## config.mk

```make
export PLATFORM = sky130hd
export DESIGN_NAME = rng_top
export DESIGN_NICKNAME = d
export VERILOG_FILES = /design/src/design/rng_pkg.sv /design/src/design/drbg_core.sv /design/src/design/entropy_collector.sv /design/src/design/output_buffer.sv /design/src/design/rng_top.sv /design/src/design/seed_conditioner.sv
export SDC_FILE = /design/constraint.sdc
export NUM_CORES = 1
export LEC_CHECK = 0
export ABC_AREA = 1
export BUFFER_PORTS_ARGS = -buffer_cell sky130_fd_sc_hd__buf_4
export CAP_MARGIN = 10
export CORE_MARGIN = 2
export CORE_UTILIZATION = 25
export DETAILED_ROUTE_END_ITERATION = 7
export PLACE_DENSITY_LB_ADDON = 0.3
export SYNTH_ARGS = -nofsm -noshare
export SYNTH_HDL_FRONTEND = slang
export SYNTH_HIERARCHICAL = 1
export SYNTH_SLANG_ARGS = --single-unit
```

## constraint.sdc

```tcl
create_clock -name clk -period 8.4 [get_ports clk]
set_clock_uncertainty 0.2 [all_clocks]
set_input_delay 1.68 -clock clk [delete_from_list [all_inputs] [get_ports clk]]
set_output_delay 1.68 -clock clk [all_outputs]
set_load 0.02 [all_outputs]
```

## src/design/rng_pkg.sv

```systemverilog
// RNG subsystem shared definitions
// Host request kinds, payload types and sizing constants used across the design
`default_nettype none

package rng_pkg;

    localparam int RAW_BLOCK_BITS   = 128;  // Raw bits per collected block
    localparam int SEED_BITS        = 64;   // Seed and DRBG word width
    localparam int REP_LIMIT        = 32;   // Failing run of identical bits
    localparam int MIX_ROUNDS       = 4;    // One round per clock
    localparam int RESEED_INTERVAL  = 4;
    localparam int SEED_QUEUE_DEPTH = 4;

    // xorshift64 shift amounts
    localparam int XS_SHIFT_A = 13;
    localparam int XS_SHIFT_B = 7;
    localparam int XS_SHIFT_C = 17;

    localparam int MIX_ROTATE = 23;  // Conditioner rotate left amount

    // Counter and pointer widths
    localparam int BLK_CNT_W    = $clog2(RAW_BLOCK_BITS);
    localparam int RUN_CNT_W    = $clog2(REP_LIMIT) + 1;
    localparam int ROUND_CNT_W  = $clog2(MIX_ROUNDS);
    localparam int RESEED_CNT_W = $clog2(RESEED_INTERVAL);
    localparam int SQ_PTR_W     = $clog2(SEED_QUEUE_DEPTH);
    localparam int SQ_CNT_W     = $clog2(SEED_QUEUE_DEPTH + 1);

    typedef logic [RAW_BLOCK_BITS-1:0] raw_block_t;
    typedef logic [SEED_BITS-1:0]      seed_t;

    // Host request kinds
    typedef enum logic [2:0] {
        RDRAND_16 = 3'd0,
        RDRAND_32 = 3'd1,
        RDRAND_64 = 3'd2,
        RDSEED_16 = 3'd3,
        RDSEED_32 = 3'd4,
        RDSEED_64 = 3'd5
    } rand_req_t;

endpackage

`default_nettype wire

```

## src/design/drbg_core.sv

```systemverilog
// DRBG core
// xorshift64 generator; offers one word per handshake and asks for
// a fresh seed after every RESEED_INTERVAL words
`default_nettype none

module drbg_core import rng_pkg::*; (
    input  logic  clk,
    input  logic  rst_n,
    input  logic  rs_req,
    output logic  rs_ack,
    input  seed_t rs_seed,
    output logic  rn_req,
    input  logic  rn_ack,
    output seed_t rn_word
);

    typedef enum logic [2:0] {
        NEED_SEED,
        SEED_REL,   // Seed taken, waiting for req to drop
        STEP,
        OFFER,
        OFFER_REL   // Word taken, waiting for ack to drop
    } drbg_state_t;

    drbg_state_t             state;
    seed_t                   xs_state;
    seed_t                   reseeded;
    logic [RESEED_CNT_W-1:0] word_cnt;

    function automatic seed_t xs_step(seed_t x);
        seed_t y;
        y = x ^ (x << XS_SHIFT_A);
        y = y ^ (y >> XS_SHIFT_B);
        y = y ^ (y << XS_SHIFT_C);
        return y;
    endfunction

    assign reseeded = xs_state ^ rs_seed;
    assign rn_req   = (state == OFFER);
    assign rn_word  = xs_state;

    always_ff @(posedge clk) begin
        if (!rst_n) begin
            state    <= NEED_SEED;
            xs_state <= '0;
            rs_ack   <= 1'b0;
            word_cnt <= '0;
        end else begin
            unique case (state)
                NEED_SEED: begin
                    if (rs_req) begin
                        xs_state <= (reseeded == '0) ? '1 : reseeded;  // Never a zero state
                        rs_ack   <= 1'b1;
                        state    <= SEED_REL;
                    end
                end
                SEED_REL: begin
                    if (!rs_req) begin
                        rs_ack <= 1'b0;
                        state  <= STEP;
                    end
                end
                STEP: begin
                    xs_state <= xs_step(xs_state);  // Advance before offering
                    state    <= OFFER;
                end
                OFFER: begin
                    if (rn_ack) begin
                        word_cnt <= (word_cnt == RESEED_CNT_W'(RESEED_INTERVAL - 1)) ?
                                    '0 : word_cnt + 1'b1;
                        state    <= OFFER_REL;
                    end
                end
                OFFER_REL: begin
                    if (!rn_ack) begin
                        state <= (word_cnt == '0) ? NEED_SEED : STEP;
                    end
                end
                default: state <= NEED_SEED;
            endcase
        end
    end

    a_word_stable: assert property (@(posedge clk) disable iff (!rst_n)
        rn_req && !rn_ack |=> $stable(rn_word));

endmodule

`default_nettype wire

```

## src/design/entropy_collector.sv

```systemverilog
// Entropy collector
// Packs accepted raw noise bits into 128-bit blocks, first bit in bit 0,
// and runs the repetition count health test on the incoming stream
`default_nettype none

module entropy_collector import rng_pkg::*; (
    input  logic       clk,
    input  logic       rst_n,
    input  logic       raw_bit,
    input  logic       raw_valid,
    output logic       raw_ready,
    output logic       blk_req,
    input  logic       blk_ack,
    output raw_block_t blk_data,
    output logic       health_fail
);

    typedef enum logic [1:0] {
        COLLECT,
        HOLD,     // Block offered, waiting for ack
        RELEASE   // Waiting for ack to drop
    } col_state_t;

    col_state_t           state;
    logic [BLK_CNT_W-1:0] bit_cnt;
    logic [RUN_CNT_W-1:0] run_len;   // Zero means no previous bit
    logic [RUN_CNT_W-1:0] run_next;
    logic                 last_bit;
    logic                 accept;

    assign raw_ready = (state == COLLECT);
    assign blk_req   = (state == HOLD);
    assign accept    = raw_valid && raw_ready;

    always_comb begin
        if (run_len != '0 && raw_bit == last_bit) begin
            run_next = run_len + 1'b1;
        end else begin
            run_next = RUN_CNT_W'(1);
        end
    end

    always_ff @(posedge clk) begin
        if (!rst_n) begin
            state       <= COLLECT;
            bit_cnt     <= '0;
            run_len     <= '0;
            last_bit    <= 1'b0;
            health_fail <= 1'b0;
        end else begin
            unique case (state)
                COLLECT: begin
                    if (accept) begin
                        last_bit <= raw_bit;
                        if (run_next == RUN_CNT_W'(REP_LIMIT)) begin
                            health_fail <= 1'b1;  // Sticky until reset
                            bit_cnt     <= '0;    // Drop partial block
                            run_len     <= '0;    // Next bit starts a run of 1
                        end else begin
                            run_len <= run_next;
                            bit_cnt <= bit_cnt + 1'b1;
                            if (bit_cnt == BLK_CNT_W'(RAW_BLOCK_BITS - 1)) begin
                                state <= HOLD;
                            end
                        end
                    end
                end
                HOLD:    if (blk_ack)  state <= RELEASE;
                RELEASE: if (!blk_ack) state <= COLLECT;
                default: state <= COLLECT;
            endcase
        end
    end

    // Shift in from the top so the first bit lands in bit 0
    always_ff @(posedge clk) begin
        if (accept && run_next != RUN_CNT_W'(REP_LIMIT)) begin
            blk_data <= {raw_bit, blk_data[RAW_BLOCK_BITS-1:1]};
        end
    end

    a_blk_stable: assert property (@(posedge clk) disable iff (!rst_n)
        blk_req && !blk_ack |=> $stable(blk_data));

endmodule

`default_nettype wire

```

## src/design/output_buffer.sv

```systemverilog
// Output buffer
// Holds a small seed queue and one DRBG word, and returns RDSEED and RDRAND
// results to the host one byte per cycle, least significant byte first
`default_nettype none

module output_buffer import rng_pkg::*; (
    input  logic       clk,
    input  logic       rst_n,
    input  logic       sq_req,
    output logic       sq_ack,
    input  seed_t      sq_seed,
    input  logic       rn_req,
    output logic       rn_ack,
    input  seed_t      rn_word,
    input  logic       cpu_req,
    input  rand_req_t  cpu_type,
    output logic [7:0] cpu_byte,
    output logic       cpu_byte_valid,
    output logic       cpu_ack
);

    typedef enum logic [1:0] {
        IDLE,
        WAIT_DATA,
        SEND,
        ACK
    } buf_state_t;

    buf_state_t          state;
    rand_req_t           req_type;
    seed_t               queue [SEED_QUEUE_DEPTH];
    logic [SQ_PTR_W-1:0] wr_ptr;
    logic [SQ_PTR_W-1:0] rd_ptr;
    logic [SQ_CNT_W-1:0] count;
    logic                full;
    logic                push;
    logic                pop;
    seed_t               rand_word;
    logic                rand_held;
    logic                take_rand;
    logic                is_seed;
    seed_t               out_word;   // Shifts down one byte per sent byte
    logic [2:0]          bytes_left;

    // Index of the last byte for a request kind
    function automatic logic [2:0] last_byte(rand_req_t t);
        unique case (t)
            RDRAND_16, RDSEED_16: return 3'd1;
            RDRAND_32, RDSEED_32: return 3'd3;
            default:              return 3'd7;
        endcase
    endfunction

    assign full      = (count == SQ_CNT_W'(SEED_QUEUE_DEPTH));
    assign push      = sq_req && !sq_ack && !full;
    assign is_seed   = (req_type inside {RDSEED_16, RDSEED_32, RDSEED_64});
    assign pop       = (state == WAIT_DATA) && is_seed && (count != '0);
    assign take_rand = (state == WAIT_DATA) && !is_seed && rand_held;

    assign cpu_byte       = out_word[7:0];
    assign cpu_byte_valid = (state == SEND);
    assign cpu_ack        = (state == ACK);

    always_ff @(posedge clk) begin
        if (!rst_n) begin
            sq_ack    <= 1'b0;
            rn_ack    <= 1'b0;
            wr_ptr    <= '0;
            rd_ptr    <= '0;
            count     <= '0;
            rand_held <= 1'b0;
        end else begin
            if (push) begin
                sq_ack <= 1'b1;
                wr_ptr <= wr_ptr + 1'b1;
            end else if (sq_ack && !sq_req) begin
                sq_ack <= 1'b0;
            end
            if (pop) begin
                rd_ptr <= rd_ptr + 1'b1;
            end
            count <= count + SQ_CNT_W'(push) - SQ_CNT_W'(pop);

            // Rand register only accepts a word when empty
            if (rn_req && !rn_ack && !rand_held) begin
                rn_ack    <= 1'b1;
                rand_held <= 1'b1;
            end else begin
                if (rn_ack && !rn_req) rn_ack <= 1'b0;
                if (take_rand)         rand_held <= 1'b0;
            end
        end
    end

    always_ff @(posedge clk) begin
        if (push) begin
            queue[wr_ptr] <= sq_seed;
        end
        if (rn_req && !rn_ack && !rand_held) begin
            rand_word <= rn_word;
        end
    end

    // Host request FSM
    always_ff @(posedge clk) begin
        if (!rst_n) begin
            state      <= IDLE;
            req_type   <= RDRAND_16;
            bytes_left <= '0;
        end else begin
            unique case (state)
                IDLE: begin
                    if (cpu_req) begin
                        req_type <= cpu_type;
                        state    <= WAIT_DATA;
                    end
                end
                WAIT_DATA: begin
                    if (pop || take_rand) begin
                        bytes_left <= last_byte(req_type);
                        state      <= SEND;
                    end
                end
                SEND: begin
                    bytes_left <= bytes_left - 1'b1;
                    if (bytes_left == '0) state <= ACK;  // Upper bytes dropped
                end
                ACK:     if (!cpu_req) state <= IDLE;
                default: state <= IDLE;
            endcase
        end
    end

    always_ff @(posedge clk) begin
        if (pop) begin
            out_word <= queue[rd_ptr];
        end else if (take_rand) begin
            out_word <= rand_word;
        end else if (state == SEND) begin
            out_word <= out_word >> 8;
        end
    end

    a_no_full_push: assert property (@(posedge clk) disable iff (!rst_n)
        sq_req && !sq_ack && full |=> !sq_ack);
    a_valid_not_ack: assert property (@(posedge clk) disable iff (!rst_n)
        cpu_ack |-> !cpu_byte_valid);

endmodule

`default_nettype wire

```

## src/design/rng_top.sv

```systemverilog
// RNG subsystem top level
// Entropy collector, seed conditioner, DRBG and output buffer chained
// by four-phase req/ack links
`default_nettype none

module rng_top import rng_pkg::*; (
    input  logic       clk,
    input  logic       rst_n,
    input  logic       raw_bit,
    input  logic       raw_valid,
    output logic       raw_ready,
    input  logic       cpu_req,
    input  rand_req_t  cpu_type,
    output logic [7:0] cpu_byte,
    output logic       cpu_byte_valid,
    output logic       cpu_ack,
    output logic       health_fail
);

    logic       blk_req;
    logic       blk_ack;
    raw_block_t blk_data;
    logic       rs_req;
    logic       rs_ack;
    seed_t      rs_seed;
    logic       sq_req;
    logic       sq_ack;
    seed_t      sq_seed;
    logic       rn_req;
    logic       rn_ack;
    seed_t      rn_word;

    entropy_collector collector_i (
        .clk, .rst_n,
        .raw_bit, .raw_valid, .raw_ready,
        .blk_req, .blk_ack, .blk_data,
        .health_fail
    );

    seed_conditioner conditioner_i (
        .clk, .rst_n,
        .blk_req, .blk_ack, .blk_data,
        .rs_req, .rs_ack, .rs_seed,
        .sq_req, .sq_ack, .sq_seed
    );

    drbg_core drbg_i (
        .clk, .rst_n,
        .rs_req, .rs_ack, .rs_seed,
        .rn_req, .rn_ack, .rn_word
    );

    output_buffer buffer_i (
        .clk, .rst_n,
        .sq_req, .sq_ack, .sq_seed,
        .rn_req, .rn_ack, .rn_word,
        .cpu_req, .cpu_type, .cpu_byte, .cpu_byte_valid, .cpu_ack
    );

endmodule

`default_nettype wire

```

## src/design/seed_conditioner.sv

```systemverilog
// Seed conditioner
// Folds each raw block into a 64-bit seed over MIX_ROUNDS cycles, then routes
// every RESEED_INTERVAL-th seed to the DRBG and the rest to the seed queue
`default_nettype none

module seed_conditioner import rng_pkg::*; (
    input  logic       clk,
    input  logic       rst_n,
    input  logic       blk_req,
    output logic       blk_ack,
    input  raw_block_t blk_data,
    output logic       rs_req,
    input  logic       rs_ack,
    output seed_t      rs_seed,
    output logic       sq_req,
    input  logic       sq_ack,
    output seed_t      sq_seed
);

    typedef enum logic [1:0] {
        IDLE,
        MIX,
        ROUTE,   // Route req high
        DONE     // Waiting for route ack to drop
    } cond_state_t;

    cond_state_t             state;
    seed_t                   lo;
    seed_t                   hi;
    seed_t                   lo_next;
    seed_t                   seed;
    logic [ROUND_CNT_W-1:0]  round_cnt;
    logic [RESEED_CNT_W-1:0] seed_cnt;
    logic                    route_drbg;
    logic                    route_ack;
    logic                    take_blk;

    // Low half takes the high half rotated left, high half adds the new low
    assign lo_next = lo ^ ((hi << MIX_ROTATE) | (hi >> (SEED_BITS - MIX_ROTATE)));
    assign seed    = lo ^ hi;
    assign rs_seed = seed;
    assign sq_seed = seed;

    assign rs_req    = (state == ROUTE) && route_drbg;
    assign sq_req    = (state == ROUTE) && !route_drbg;
    assign route_ack = route_drbg ? rs_ack : sq_ack;
    assign take_blk  = (state == IDLE) && blk_req && !blk_ack;

    always_ff @(posedge clk) begin
        if (!rst_n) begin
            state      <= IDLE;
            blk_ack    <= 1'b0;
            round_cnt  <= '0;
            seed_cnt   <= '0;
            route_drbg <= 1'b0;
        end else begin
            if (take_blk) begin
                blk_ack <= 1'b1;
            end else if (blk_ack && !blk_req) begin
                blk_ack <= 1'b0;
            end

            unique case (state)
                IDLE: begin
                    if (take_blk) begin
                        round_cnt <= '0;
                        state     <= MIX;
                    end
                end
                MIX: begin
                    round_cnt <= round_cnt + 1'b1;
                    if (round_cnt == ROUND_CNT_W'(MIX_ROUNDS - 1)) begin
                        route_drbg <= (seed_cnt == '0);  // Seed 0, 4, 8 ... reseeds
                        state      <= ROUTE;
                    end
                end
                ROUTE: if (route_ack) state <= DONE;  // Halts here when the queue is full
                DONE: begin
                    if (!route_ack) begin
                        seed_cnt <= (seed_cnt == RESEED_CNT_W'(RESEED_INTERVAL - 1)) ?
                                    '0 : seed_cnt + 1'b1;
                        state    <= IDLE;
                    end
                end
                default: state <= IDLE;
            endcase
        end
    end

    // Mixing halves are payload
    always_ff @(posedge clk) begin
        if (take_blk) begin
            lo <= blk_data[SEED_BITS-1:0];
            hi <= blk_data[RAW_BLOCK_BITS-1:SEED_BITS];
        end else if (state == MIX) begin
            lo <= lo_next;
            hi <= hi + lo_next;
        end
    end

    a_one_route: assert property (@(posedge clk) disable iff (!rst_n)
        !(rs_req && sq_req));

endmodule

`default_nettype wire

```

# ---- Yosys cells after proc, flatten, opt, wreduce, memory -nomap -nowiden
# Memory sizes are Yosys's and may differ from the RTL's. A register that Yosys moved wholly into a read port is not among the register bits.
# Cells that the tools add are included.
# W data, S select, Z words.
dict set report totals {
  out_inout_bits 12
  ff_bits 497
  input_bits 8
  word_cells 214
  ram_bits 256
  latchBits 0
  mem_count 1
  mem_bits_ro 0
}
# memory depth width rd rd_ports_with_merged_regs wr line
set mem_list {}
lappend mem_list {buffer_i.queue 4 64 1 1 1 output_buffer.sv:31} ;# seed_t queue [SEED_QUEUE_DEPTH];
dict set report op_classes {
  magnitude_cmp 0
  n_bitwise 8
  mux 58
  multipliers 0
  n_addsub 11
  n_shift 0
  n_eq_ne 41
  div 0
  reduce_logical 67
}
# op n
set ops {}
lappend ops {{$mux W64} 9}
lappend ops {{$xor A64 B64 Y64} 5}
lappend ops {{$pmux W64 S2} 1}
lappend ops {{$add A64 B64 Y64} 1}
lappend ops {{$logic_not A64 Y1} 1}
lappend ops {{$or A64 B23 Y64} 1}
lappend ops {{$xor A64 B57 Y64} 1}
lappend ops {{$mux W2} 19}
lappend ops {{$ne A2 B2 Y1 const B} 12}
lappend ops {{$logic_and A1 B1 Y1} 18}
lappend ops {{$reduce_bool A2 Y1} 9}
lappend ops {{$eq A2 B2 Y1 const B} 8}
lappend ops {{$pmux W2 S4} 2}
lappend ops {{$reduce_and A2 Y1} 8}
lappend ops {{$mux W3} 5}
lappend ops {{$pmux W3 S5} 1}
lappend ops {{$mux W1} 13}
lappend ops {{$eq A3 B3 Y1 const B} 4}
lappend ops {{$mux W6} 2}
lappend ops {{$pmux W3 S2} 2}
lappend ops {{$reduce_and A4 Y1} 3}
lappend ops {{$add A2 B1 Y2 const B} 5}
lappend ops {{$logic_not A1 Y1} 10}
lappend ops {{$logic_not A2 Y1} 5}
lappend ops {{other kinds (25)} 40}

# ---- Longest topological paths before layout
dict set report logic_depth {
  word_depth 8
  ltp_mapped 18
}

# ---- Cells and area by module
# The synthesis kept the hierarchy.
# mod area_each_um2 cells_per_inst n_inst
set modules_own_cells {}
lappend modules_own_cells {output_buffer 15497.4 1152 1}
lappend modules_own_cells {seed_conditioner 13447.9 2036 1}
lappend modules_own_cells {drbg_core 5955.7 980 1}
lappend modules_own_cells {entropy_collector 4793.3 260 1}

# ---- Worst setup path after synthesis
# No wires, ideal clock.
dict set report synth_timing {
  path_kind {flip-flop to flip-flop}
  startpoint {reg drbg_i.state[1]}
  endpoint {reg buffer_i.rand_word[0], enable pin}
  stages_incl_launch_ff 5
  arrival_time_ns 5.278
  t_required_ns 7.633
  n_path_buf 0
  synth_period_minus_slack_ns 6.045
  setup_slack_ns 2.355
  cell_sequence {dfxtp_1 > inv_1 > nor3_1 > inv_1 > nor3_1}
}
dict set report synth_via {
  elab_chain_len 3
}
# item line
set synth_lines {}
lappend synth_lines {{from (decl)} drbg_core.sv:25} ;# drbg_state_t state;
lappend synth_lines {{from (signal assigned)} drbg_core.sv:76} ;# state <= (word_cnt == '0) ? NEED_SEED : STEP;
lappend synth_lines {{$eq A3 B2 Y1} drbg_core.sv:39} ;# assign rn_req = (state == OFFER);
lappend synth_lines {{named net rn_req} rng_top.sv:29} ;# logic rn_req;
lappend synth_lines {{$logic_and A1 B1 Y1 (2 in a row)} output_buffer.sv:99} ;# if (rn_req && !rn_ack && !rand_held) begin
lappend synth_lines {{to (signal assigned)} output_buffer.sv:100} ;# rand_word <= rn_word;
lappend synth_lines {{to (decl)} output_buffer.sv:38} ;# seed_t rand_word;
# The timed path passes the listed nets, and every way through them passes these cells.
# A chain may end at the register's enable or synchronous reset.

# ---- Worst setup path after layout
dict set report layout_timing {
  startpoint {reg conditioner_i.hi[17]}
  endpoint {reg drbg_i.xs_state[2], in the netlist drbg_i/rn_word[2]}
}
dict set report layout_via {
  elab_chain_len 6
}
# item line
set layout_lines {}
lappend layout_lines {{from (decl)} seed_conditioner.sv:29} ;# seed_t hi;
lappend layout_lines {{from (signal assigned)} seed_conditioner.sv:94} ;# hi <= blk_data[RAW_BLOCK_BITS-1:SEED_BITS];
lappend layout_lines {{from (signal assigned)} seed_conditioner.sv:97} ;# hi <= hi + lo_next;
lappend layout_lines {{$xor A64 B64 Y64} seed_conditioner.sv:40} ;# assign seed = lo ^ hi;
lappend layout_lines {{named net rs_seed[17]} rng_top.sv:25} ;# seed_t rs_seed;
lappend layout_lines {{$xor A64 B64 Y64} drbg_core.sv:38} ;# assign reseeded = xs_state ^ rs_seed;
lappend layout_lines {{$logic_not A64 Y1} drbg_core.sv:52} ;# xs_state <= (reseeded == '0) ? '1 : reseeded;
lappend layout_lines {{$mux W64} drbg_core.sv:52}
lappend layout_lines {{$mux W64} drbg_core.sv:51} ;# if (rs_req) begin
lappend layout_lines {{$pmux W64 S2} drbg_core.sv:49} ;# unique case (state)
lappend layout_lines {{to (signal assigned)} drbg_core.sv:52}
lappend layout_lines {{to (signal assigned)} drbg_core.sv:64} ;# xs_state <= xs_step(xs_state);
lappend layout_lines {{to (decl)} drbg_core.sv:26} ;# seed_t xs_state;
# The timed path passes the listed nets, and every way through them passes these cells. The select of a mux whose other input is x is not followed.

==> out/metrics.csv <==
stage;metric;value;unit
run_status;outcome;finished clean;
detailed_routing;initial detailed-routing violation count;2429;
synthesis;Synth top cells by count;nand2_1, edfxtp_1, inv_1;
global_route;vias in the first global route;27600;
timing;Slew @ Worst Pin;1.15;ns
timing;RSZ-0062 raised after global routing;false;
setup_path;worst-case reg-to-reg path depth;13;
synthesis;count leader, synth;nand2_1;
min_path;Hold Crit Class;reg2reg;
timing;f_max;0.239;GHz
clocking;Post-CTS Setup Bufs;0;
synthesis;Yosys reg bits;755;
global_route;total global-route track usage;0.148;
global_route;GR Overflow Total;0;
setup_path;Worst Path Required;8.80;ns
flow_run;max-cap check violation count;0;
layout;NumNets Final;4460;
setup_path;WS Path Type;reg2reg;
timing;Hold Vio Cnt, Final;0;
clocking;Hold Buf Count CTS;0;
layout;share of layout cells above drive strength 1;0.0655;
synthesis;Cells after Synth;4428;
global_route;antenna violations before repair;0;
setup_path;startpoint type of the worst setup path;register;
setup_path;crit-path max FO;30;
timing;setup TNS;0;ns
layout;n_diodes;0;
synthesis;main flop type after synthesis;edfxtp_1;
layout;Final Util;0.280;
detailed_routing;Final ANT Viol Nets;0;
clocking;H-Tree Depth;3;
timing;Rel. slew slack;0.232;
setup_path;worst r2r dst;drbg_i/rn_word[2]$_SDFFE_PN0P_;
global_route;first-pass GRT wire length;181000;um
synthesis;number of synthesized flops with an enable pin;640;
timing;min cycle time layout;4.18;ns
detailed_routing;average wire per standard cell;18.7;um
clocking;worst skew pair latency;0.72;ns
synthesis;Netlist Area Pre-Place;39700;sq um
synthesis;Net Count, Synth;4532;
setup_path;worst r2r src;conditioner_i/hi[17]$_DFFE_PP_;
clocking;CTS root buffer;clkbuf_16;
detailed_routing;drt via density;4.46;
synthesis;Unique masters post-synth;55;
die;Core Rows;146;
detailed_routing;drc violations;0;
placement;# port buffers;19;
clocking;clock transition at the registers of the reported paths;0.06;ns
placement;Final HPWL DP;87900;um
clocking;clk buf depth;3;
detailed_routing;via count;29000;
setup_path;Arrival @ worst endpoint;4.59;ns
detailed_routing;Pre-Repair DR Iteration Count;5;
synthesis;post-synth top area cell;edfxtp_1;
clocking;# clock sinks;755;
synthesis;Yosys top cell area share;0.484;
die;IO Pins;20;
synthesis;top cells by area, synth;edfxtp_1, nand2_1, dfxtp_1;
die;core box area;158000;sq um
clocking;post-CTS resize count;0;
die;die height;402;um
placement;gpl congestion;0.942;
setup_path;Worst setup endpoint;drbg_i/rn_word[2]$_SDFFE_PN0P_;
timing;Final period util;0.498;
die;die area;162000;sq um
die;starting density of the core;0.251;
global_route;largest net degree at the start of global routing;85;
clocking;Num CTS Buffers;85;
layout;Area Overhead vs Synth;11.4;%
detailed_routing;Routed Wire Length;122000;um
setup_path;Worst Setup SP;conditioner_i/hi[17]$_DFFE_PP_;
timing;Setup Viol. Count Final;0;
clocking;CTS tree;done;
setup_path;reg2reg setup slack;4.22;ns
setup_path;CP Capture Type;register;
synthesis;Syn Area/Cell;8.96;sq um
synthesis;register area share after synthesis;0.542;
timing;max-slew violations;0;
synthesis;Yosys warnings;6;
synthesis;async set-reset flop share out of synthesis;0;
die;Die Width;402;um
worst min path at each step:
stage                                       startpoint                            endpoint  slack [ns]  cells past startpoint
finish               collector_i/blk_data[2]$_DFFE_PP_   collector_i/blk_data[1]$_DFFE_PP_        0.23                      0
global route         collector_i/blk_data[2]$_DFFE_PP_   collector_i/blk_data[1]$_DFFE_PP_        0.25                      0
CTS                 collector_i/blk_data[24]$_DFFE_PP_  collector_i/blk_data[23]$_DFFE_PP_        0.23                      0
detailed placement  collector_i/blk_data[90]$_DFFE_PP_  collector_i/blk_data[89]$_DFFE_PP_        0.24                      0
global placement    collector_i/blk_data[76]$_DFFE_PP_  collector_i/blk_data[75]$_DFFE_PP_        0.23                      0
floorplan              drbg_i/rn_word[10]$_SDFFE_PN0P_    buffer_i/rand_word[10]$_DFFE_PP_        0.20                      0
placed cells by master (no fill, tap or decap), types with 65 or more instances in the layout:
cell       Yosys  layout
nand2_1     1371    1368
nand3_1      155     155
nor2_1       397     393
a21oi_1      138     138
edfxtp_1     640     640
dfxtp_1      115     113
xnor2_1      146     146
o22ai_1       65      65
o21ai_0      234     234
inv_1        475     474
xor2_1       163     163
clkbuf_16      0      86
ha_1          94      94
metal layers:
layer | share of wire | up-vias | global-route usage
met2 | 0.44 | 742 | 0.228
met4 | 0.030 | 0 | 0.0443
met3 | 0.051 | 152 | 0.0212
met5 | 0 | - | 0
li1 | - | 14200 | -
met1 | 0.48 | 13900 | 0.213
critical path: stages (launching register included):
cell and delay, ns:
edfxtp_1 0.58, xor2_1 0.94, nand2_1 0.12, nand2_1 0.11
nor2_1 0.06, nand2_1 0.07, nor2_1 0.04, nand2_1 0.10
nor2_1 0.06, nand2_1 0.52, buf_4 0.44, nand2_1 0.45
o21ai_0 0.32, inv_1 0.05
cell type report:
| cell class | count | area (sq um) |
|---|---|---|
| clock buffers | 119 | 2320 |
| clock inverters | 40 | 402 |
| fillers | 16700 | 114000 |
| inverters | 514 | 1940 |
| multi-input cells | 2956 | 15100 |
| flip-flops and latches | 755 | 21500 |
| well taps | 2072 | 2590 |
| repair buffers | 44 | 330 |
metrics by stage:
stage	worst slack, ns	cells	hold WS (ns)	area (sq um)
after floorplan	2.36	4428	0.203	39700
after global placement	3.87	6341	0.230	41500
after detailed placement	3.84	6341	0.236	41500
after CTS	4.30	6500	0.231	44200
after global routing	3.96	6500	0.246	44200
final	4.22	6500	0.232	44200
cells by family (layout without fill, tap and decap cells):
logic type | count (synthesis) | after routing | synth area share
AO/OA/AOI/OAI | 496 | 496 | 0.0682
XOR/XNOR | 309 | 309 | 0.0682
buffers and inverters | 717 | 717 | 0.0789
adder cells (fa/ha/maj) | 96 | 96 | 0.0306
AND/OR/NAND/NOR | 2055 | 2055 | 0.212
flip-flops | 755 | 755 | 0.542
registers in the layout (all words and copies together) (netlist names), 2 cells and up, named ones only:
signal                   flops
buffer_i/bytes_left          3
buffer_i/count               3
buffer_i/out_word           64
buffer_i/queue             256
buffer_i/rand_word          64
buffer_i/rd_ptr              2
buffer_i/req_type            3
buffer_i/state               2
buffer_i/wr_ptr              2
collector_i/bit_cnt          7
collector_i/blk_data       128
collector_i/run_len          6
collector_i/state            2
conditioner_i/hi            64
conditioner_i/lo            64
conditioner_i/round_cnt      2
conditioner_i/seed_cnt       2
conditioner_i/state          2
drbg_i/rn_word              64
drbg_i/state                 3
drbg_i/word_cnt              2
Power is left out: the tool's default activity adds up to more than one toggle a clock period on the data nets, which glitch-free logic cannot reach.
